**src/hw/kbd_pkg.sv**
```systemverilog
package kbd_pkg;

    // Widths that carry a meaning on the bus and in the key path
    typedef logic [7:0]  scan_code_t;
    typedef logic [31:0] bus_addr_t;
    typedef logic [63:0] bus_data_t;
    typedef logic [3:0]  irq_vec_t;

    // One FIFO word, release flag above the scan code
    typedef struct packed {
        logic       released;
        scan_code_t code;
    } key_event_t;

    // One CPU bus request as seen by the I/O slice
    typedef struct packed {
        bus_addr_t addr;
        bus_data_t wdata;
        logic      we;
        logic      re;
    } bus_req_t;

    // Address map
    localparam bus_addr_t KEY_BASE   = 32'h0000_8000;
    localparam bus_addr_t KEY_STATUS = KEY_BASE + 32'd8;
    localparam bus_addr_t ART_BASE   = 32'h0000_8010;

    // Keyboard interrupt vector
    localparam irq_vec_t KEY_IRQ = 4'd1;

    // Event buffer depth
    localparam int FIFO_DEPTH = 8;

    // PS/2 set 2 break prefix
    localparam scan_code_t BREAK_CODE = 8'hF0;

endpackage

```
**src/hw/kbd_subsystem.sv**
```systemverilog
`timescale 1ns/1ps

module kbd_subsystem import kbd_pkg::*; (
    input  logic       CLOCK_50,
    input  logic       KEY0,
    input  logic       PS2_CLK,
    input  logic       PS2_DAT,
    input  bus_req_t   bus_req,
    output bus_data_t  bus_rdata,
    output logic       bus_rvalid,
    output irq_vec_t   irq_vector,
    input  logic       irq_ack,
    output logic       uart_wr,
    output logic [7:0] uart_data
);

    key_event_t rx_event;
    logic       rx_valid;
    logic       frame_err;
    key_event_t head;
    logic       empty;
    logic       full;
    logic       overflow;
    logic       pop;
    logic       ovf_clear;

    ps2_receiver u_rx (
        .CLOCK_50  (CLOCK_50),
        .KEY0      (KEY0),
        .ps2_clk   (PS2_CLK),
        .ps2_dat   (PS2_DAT),
        .rx_event  (rx_event),
        .rx_valid  (rx_valid),
        .frame_err (frame_err)
    );

    // Full FIFO is the only back-pressure, new events are dropped
    key_fifo #(
        .DEPTH (FIFO_DEPTH)
    ) u_fifo (
        .CLOCK_50  (CLOCK_50),
        .KEY0      (KEY0),
        .push      (rx_valid),
        .push_data (rx_event),
        .pop       (pop),
        .ovf_clear (ovf_clear),
        .head      (head),
        .empty     (empty),
        .full      (full),
        .overflow  (overflow)
    );

    key_port u_port (
        .CLOCK_50   (CLOCK_50),
        .KEY0       (KEY0),
        .bus_req    (bus_req),
        .bus_rdata  (bus_rdata),
        .bus_rvalid (bus_rvalid),
        .head       (head),
        .empty      (empty),
        .overflow   (overflow),
        .frame_err  (frame_err),
        .pop        (pop),
        .ovf_clear  (ovf_clear),
        .irq_vector (irq_vector),
        .irq_ack    (irq_ack),
        .uart_wr    (uart_wr),
        .uart_data  (uart_data)
    );

endmodule

```
**src/hw/key_fifo.sv**
```systemverilog
`timescale 1ns/1ps

module key_fifo import kbd_pkg::*; #(
    parameter int DEPTH = FIFO_DEPTH
) (
    input  logic       CLOCK_50,
    input  logic       KEY0,
    input  logic       push,
    input  key_event_t push_data,
    input  logic       pop,
    input  logic       ovf_clear,
    output key_event_t head,
    output logic       empty,
    output logic       full,
    output logic       overflow
);

    localparam int AW = (DEPTH > 1) ? $clog2(DEPTH) : 1;
    localparam int CW = $clog2(DEPTH + 1);

    key_event_t    mem [DEPTH];
    logic [AW-1:0] wr_ptr;
    logic [AW-1:0] rd_ptr;
    logic [CW-1:0] count;
    logic          do_push;
    logic          do_pop;

    assign empty   = (count == '0);
    assign full    = (count == CW'(DEPTH));
    assign do_push = push & ~full;
    assign do_pop  = pop & ~empty;
    assign head    = mem[rd_ptr];

    always_ff @(posedge CLOCK_50) begin
        if (do_push) begin
            mem[wr_ptr] <= push_data;
        end
    end

    // Pointers wrap explicitly so odd depths work too
    always_ff @(posedge CLOCK_50 or negedge KEY0) begin
        if (!KEY0) begin
            wr_ptr <= '0;
            rd_ptr <= '0;
            count  <= '0;
        end else begin
            if (do_push) begin
                wr_ptr <= (wr_ptr == AW'(DEPTH - 1)) ? '0 : wr_ptr + 1'b1;
            end
            if (do_pop) begin
                rd_ptr <= (rd_ptr == AW'(DEPTH - 1)) ? '0 : rd_ptr + 1'b1;
            end
            if (do_push && !do_pop) begin
                count <= count + 1'b1;
            end else if (do_pop && !do_push) begin
                count <= count - 1'b1;
            end
        end
    end

    // Sticky until the status read, a new drop wins over the clear
    always_ff @(posedge CLOCK_50 or negedge KEY0) begin
        if (!KEY0) begin
            overflow <= 1'b0;
        end else if (push && full) begin
            overflow <= 1'b1;
        end else if (ovf_clear) begin
            overflow <= 1'b0;
        end
    end

endmodule

```
**src/hw/key_port.sv**
```systemverilog
`timescale 1ns/1ps

module key_port import kbd_pkg::*; (
    input  logic       CLOCK_50,
    input  logic       KEY0,
    input  bus_req_t   bus_req,
    output bus_data_t  bus_rdata,
    output logic       bus_rvalid,
    input  key_event_t head,
    input  logic       empty,
    input  logic       overflow,
    input  logic       frame_err,
    output logic       pop,
    output logic       ovf_clear,
    output irq_vec_t   irq_vector,
    input  logic       irq_ack,
    output logic       uart_wr,
    output logic [7:0] uart_data
);

    logic      rd_key;
    logic      rd_status;
    logic      wr_art;
    logic      wr_art_d;
    logic      frame_err_sticky;
    logic      empty_d;
    bus_data_t rd_word;

    // Address decode
    assign rd_key    = bus_req.re && (bus_req.addr == KEY_BASE);
    assign rd_status = bus_req.re && (bus_req.addr == KEY_STATUS);
    assign wr_art    = bus_req.we && (bus_req.addr == ART_BASE);

    // Data read consumes the head, status read clears the flags
    assign pop       = rd_key & ~empty;
    assign ovf_clear = rd_status;

    always_comb begin
        rd_word = '0;
        if (rd_key && !empty) begin
            // Valid in bit 15, release in bit 8
            rd_word[15]  = 1'b1;
            rd_word[8:0] = head;
        end else if (rd_status) begin
            rd_word[2:0] = {frame_err_sticky, overflow, ~empty};
        end
    end

    always_ff @(posedge CLOCK_50) begin
        if (bus_req.re) begin
            bus_rdata <= rd_word;
        end
    end

    always_ff @(posedge CLOCK_50 or negedge KEY0) begin
        if (!KEY0) begin
            bus_rvalid <= 1'b0;
        end else begin
            bus_rvalid <= bus_req.re;
        end
    end

    // Frame errors held until status is read
    always_ff @(posedge CLOCK_50 or negedge KEY0) begin
        if (!KEY0) begin
            frame_err_sticky <= 1'b0;
        end else if (frame_err) begin
            frame_err_sticky <= 1'b1;
        end else if (rd_status) begin
            frame_err_sticky <= 1'b0;
        end
    end

    // Console write, one strobe per rising write enable
    always_ff @(posedge CLOCK_50 or negedge KEY0) begin
        if (!KEY0) begin
            wr_art_d <= 1'b0;
            uart_wr  <= 1'b0;
        end else begin
            wr_art_d <= wr_art;
            uart_wr  <= wr_art & ~wr_art_d;
        end
    end

    always_ff @(posedge CLOCK_50) begin
        if (wr_art && !wr_art_d) begin
            uart_data <= bus_req.wdata[7:0];
        end
    end

    // Interrupt raised on empty to non-empty, dropped on ack
    always_ff @(posedge CLOCK_50 or negedge KEY0) begin
        if (!KEY0) begin
            empty_d    <= 1'b1;
            irq_vector <= '0;
        end else begin
            empty_d <= empty;
            if (irq_vector != '0 && irq_ack) begin
                irq_vector <= '0;
            end
            if (empty_d && !empty) begin
                irq_vector <= KEY_IRQ;
            end
        end
    end

endmodule

```
**src/hw/ps2_receiver.sv**
```systemverilog
`timescale 1ns/1ps

module ps2_receiver import kbd_pkg::*; (
    input  logic       CLOCK_50,
    input  logic       KEY0,
    input  logic       ps2_clk,
    input  logic       ps2_dat,
    output key_event_t rx_event,
    output logic       rx_valid,
    output logic       frame_err
);

    logic [1:0]  clk_sync;
    logic [1:0]  dat_sync;
    logic        clk_prev;
    logic        fall;
    logic [10:0] frame;
    logic [3:0]  bit_cnt;
    logic        frame_done;
    logic        pending_rel;
    scan_code_t  rx_code;
    logic        frame_ok;

    // Two-flop synchronizers, idle level of both lines is high
    always_ff @(posedge CLOCK_50 or negedge KEY0) begin
        if (!KEY0) begin
            clk_sync <= 2'b11;
            dat_sync <= 2'b11;
            clk_prev <= 1'b1;
        end else begin
            clk_sync <= {clk_sync[0], ps2_clk};
            dat_sync <= {dat_sync[0], ps2_dat};
            clk_prev <= clk_sync[1];
        end
    end

    // Device changes data on rising edge, so sample on falling edge
    assign fall = clk_prev & ~clk_sync[1];

    // Bit counter over start, 8 data, parity and stop
    always_ff @(posedge CLOCK_50 or negedge KEY0) begin
        if (!KEY0) begin
            bit_cnt    <= '0;
            frame_done <= 1'b0;
        end else begin
            frame_done <= 1'b0;
            if (fall) begin
                if (bit_cnt == 4'd10) begin
                    bit_cnt    <= '0;
                    frame_done <= 1'b1;
                end else begin
                    bit_cnt <= bit_cnt + 4'd1;
                end
            end
        end
    end

    // LSB first, so shift in from the top
    always_ff @(posedge CLOCK_50) begin
        if (fall) begin
            frame <= {dat_sync[1], frame[10:1]};
        end
    end

    assign rx_code = frame[8:1];

    // Start low, stop high, odd parity over data and parity bit
    assign frame_ok = ~frame[0] & frame[10] & (^frame[9:1]);

    // Event and error strobes, break prefix folded into a flag
    always_ff @(posedge CLOCK_50 or negedge KEY0) begin
        if (!KEY0) begin
            rx_valid    <= 1'b0;
            frame_err   <= 1'b0;
            pending_rel <= 1'b0;
        end else begin
            rx_valid  <= 1'b0;
            frame_err <= 1'b0;
            if (frame_done) begin
                if (!frame_ok) begin
                    frame_err <= 1'b1;
                end else if (rx_code == BREAK_CODE) begin
                    pending_rel <= 1'b1;
                end else begin
                    rx_valid    <= 1'b1;
                    pending_rel <= 1'b0;
                end
            end
        end
    end

    always_ff @(posedge CLOCK_50) begin
        if (frame_done && frame_ok && rx_code != BREAK_CODE) begin
            rx_event <= '{released: pending_rel, code: rx_code};
        end
    end

endmodule

```
**config.mk**
```make
export PLATFORM = sky130hd
export DESIGN_NAME = kbd_subsystem
export DESIGN_NICKNAME = d
export VERILOG_FILES = /design/src/hw/kbd_pkg.sv /design/src/hw/kbd_subsystem.sv /design/src/hw/key_fifo.sv /design/src/hw/key_port.sv /design/src/hw/ps2_receiver.sv
export SDC_FILE = /design/constraint.sdc
export NUM_CORES = 1
export LEC_CHECK = 0
export ABC_AREA = 1
export ABC_CLOCK_PERIOD_IN_PS = 3300
export BUFFER_PORTS_ARGS = -buffer_cell sky130_fd_sc_hd__buf_2
export CAP_MARGIN = 5
export CORE_ASPECT_RATIO = 1.5
export CORE_UTILIZATION = 30
export DETAILED_ROUTE_END_ITERATION = 10
export PLACE_DENSITY_LB_ADDON = 0.12
export SETUP_SLACK_MARGIN = 0.4
export SYNTH_ARGS = -nofsm -noshare
export SYNTH_HDL_FRONTEND = slang
export SYNTH_SLANG_ARGS = --single-unit
export TNS_END_PERCENT = 50
```
**constraint.sdc**
```tcl
create_clock -name CLOCK_50 -period 3.3 [get_ports CLOCK_50]
set_input_delay 0.66 -clock CLOCK_50 [delete_from_list [all_inputs] [get_ports CLOCK_50]]
set_output_delay 0.66 -clock CLOCK_50 [all_outputs]
set_load 0.05 [all_outputs]
```
==> metrics.txt <==
outcome finished clean; MaxCap Viol Count 0; Worst EP arrival 2750 ps; Final Critical Period 2440 ps; overall via count from detail_route 3683; cell taking the most area after synthesis edfxtp_1; crit path cell chain buf_2 > nor2_2 > nand3b_1 > clkinv_1 > nand3_2 > nor2_4 > inv_2 > ha_1 > inv_1 > ha_1 > a21oi_1 > nand2_1 > xor2_1 > nand2_1 > nand2_1; Die H 177 um; WL per Instance 13.7 um; Critical Path RT 3610 ps; CTS max path bufs 2; most used cell along the critical path nand2_1; gpl congestion 0.698; num ports 181; Core ar. 0.0199 mm^2; initial antenna violation count 1; WL final 12000 um; sequential share of power 45.7%; Main synth FF type edfxtp_1; Leakage 2.88 nW; f_max 410 MHz; nets 719; Post-synth EDFFs 110; critical path depth 15; RSZ-0062 raised after global routing no; die extent in x 119 um; Critical path buffers and inverters 4; Avg Cell Area, Syn 11.7 um^2; most common cell in the synthesized netlist edfxtp_1; post-cts sizing count 0; Hold Path Class in -> async; Crit Path Max Fanout 12; CP Capture Type flip-flop; CP max stage delay 270 ps; DP HPWL 7990 um; Post-CTS Setup Bufs 0; critical path launch point bus_req[73]; Sw Ratio 24.3%; clk sinks 140; Worst-Margin Slew 735 ps; top cells by area, synth edfxtp_1 54%, dfrtp_1 9.8%, buf_4 7.3%; top post-synthesis cells by count 110 x edfxtp_1, 79 x nor2_1, 73 x nand2_1; largest net degree at the start of global routing 41; Clock Power Share 45.7%; Placed Cells 845; Num CTS Buffers 17; switching power total 1.06 mW; slowest library cell on the worst path nor2_4; CTS tree yes; critical setup path kind in -> reg; Reg-to-Reg Start u_fifo.count[0]; Synth async-reset ratio 21.4%; Area Overhead vs Synth 16.9%; # setup viols final 0; Vias/cell 4.20; post-route insts no fill 877; die area 0.0210 mm^2; Ys Warns 0; CTS Root Cell clkbuf_16; vias in the first global route 3374; Final Cycle Share 73.9%; initial core utilization 30.8%; pwr dens 609 mW/mm^2; port bufs 67; clk slew on worst S/H paths 60 ps; maximum vdd drop 295 uV; register area share after synthesis 66.2%; family with the most delay on the worst path simple AND/OR/NAND/NOR gates; internal power 3.30 mW; gr usage total 11.8%; H-tree depth 4; DRT Pass-1 Iters 4; post-synthesis register bit count 140; worst skew pair latency 420 ps; Post-DRT Antenna Nets 0; First DRT Iteration DRCs 172; Post-CTS Hold Fix Bufs 0; Post-Syn Area 0.00614 mm^2; first-pass GRT wire length 18100 um; fin. max-slew vios 0; R2R depth 13; share of cells above drive strength 1 21.6%; grt ovf 0; setup TNS 0 ps; top cell type's share of synthesized area 53.8%; final hold vios 0; diode count 0; combinational fraction of design power 8.7%; Netlist cell types 34; Final Skew 9.92 ps; Max-Slew Margin vs Limit 51.0%; Critical Path Source Type primary input; Cell Rows 63; Residual DRC 0; Mapped Cells 524
worst paths after layout:
path,end,slack [ps]
worst max-delay path,u_fifo.count[3],860
worst min-delay path,u_fifo.count[0],300
worst max register to register,u_fifo.count[3],880
worst min register to register,u_rx.dat_sync[1],360
max in group asynchronous,u_fifo.rd_ptr[2],2530
min in group CLOCK_50,u_rx.dat_sync[0],340
cells by family (layout without fill, tap and decap cells):
logic type / count (synthesis) / count (layout) / share of synthesized area, %
AO/OA/AOI/OAI: 73 / 73 / 6.44
AND/OR/NAND/NOR: 188 / 188 / 13.4
flip-flops: 140 / 140 / 66.2
other: 1 / 57 / 0.0611
XOR/XNOR: 5 / 5 / 0.714
adder cells (fa/ha/maj): 12 / 12 / 2.57
buffers and inverters: 105 / 142 / 10.6
through the flow:
stage | util (%) | power, mW | hold slack (ps) | setup WS [ps] | area [um^2]
6_report | 36.0 | 4.36 | 298 | 860 | 7170
2_1_floorplan | - | 2.37 | 345 | 946 | 6350
3_5_place_dp | 32.8 | 2.41 | 347 | 403 | 6550
5_1_grt | 36.0 | 4.52 | 318 | 612 | 7170
3_3_place_gp | 32.8 | 2.40 | 346 | 421 | 6550
4_1_cts | 36.0 | 4.41 | 310 | 844 | 7170
layout by cell type (no fill, tap or decap), drive strengths merged, types with 6 or more instances in the layout:
master	n
nor2	92
ha	11
o21ai	43
clkinv	7
buf	75
inv	34
dfrtp	24
edfxtp	110
dfstp	6
nand2	74
clkbuf	18
o22ai	18
nand3	8
nand4	6
conb	57
a21oi	9
power groups by stage:
stage                     Sequential (mW)  Combinational, mW  Clock [mW]
after floorplan                      2.05              0.320           0
after global placement               2.03              0.374           0
after detailed placement             2.03              0.379           0
after CTS                            1.99              0.382        2.04
after global routing                 2.00              0.418        2.10
final                                1.99              0.378        1.99
per-layer routing:
layer | GRT usage [%] | vias to the layer above | wire, um
li1 | - | 1833 | -
met1 | 12.4 | 1750 | 4800
met2 | 22.0 | 83 | 6630
met3 | 3.13 | 17 | 372
met4 | 5.22 | 0 | 208
met5 | 0 | - | 0
final cells by class:
class	instances	area (um^2)
inverter	35	131
sequential	140	4060
clock buffer	18	429
clock inverter	14	195
timing repair buffer	75	395
multi-input combinational	335	1630
tap	260	325
fill	1963	12800
sequential cells by signal, summed over array words and instances (netlist names), 3 cells and up:
register and cells:
u_fifo.count 4, u_fifo.mem 72, u_fifo.rd_ptr 3, u_fifo.wr_ptr 3, u_port.bus_rdata 10, u_port.uart_data 8, u_rx.bit_cnt 4, u_rx.frame 11
u_rx.rx_event 9
Note: power is estimated with default switching activity, not from simulation.
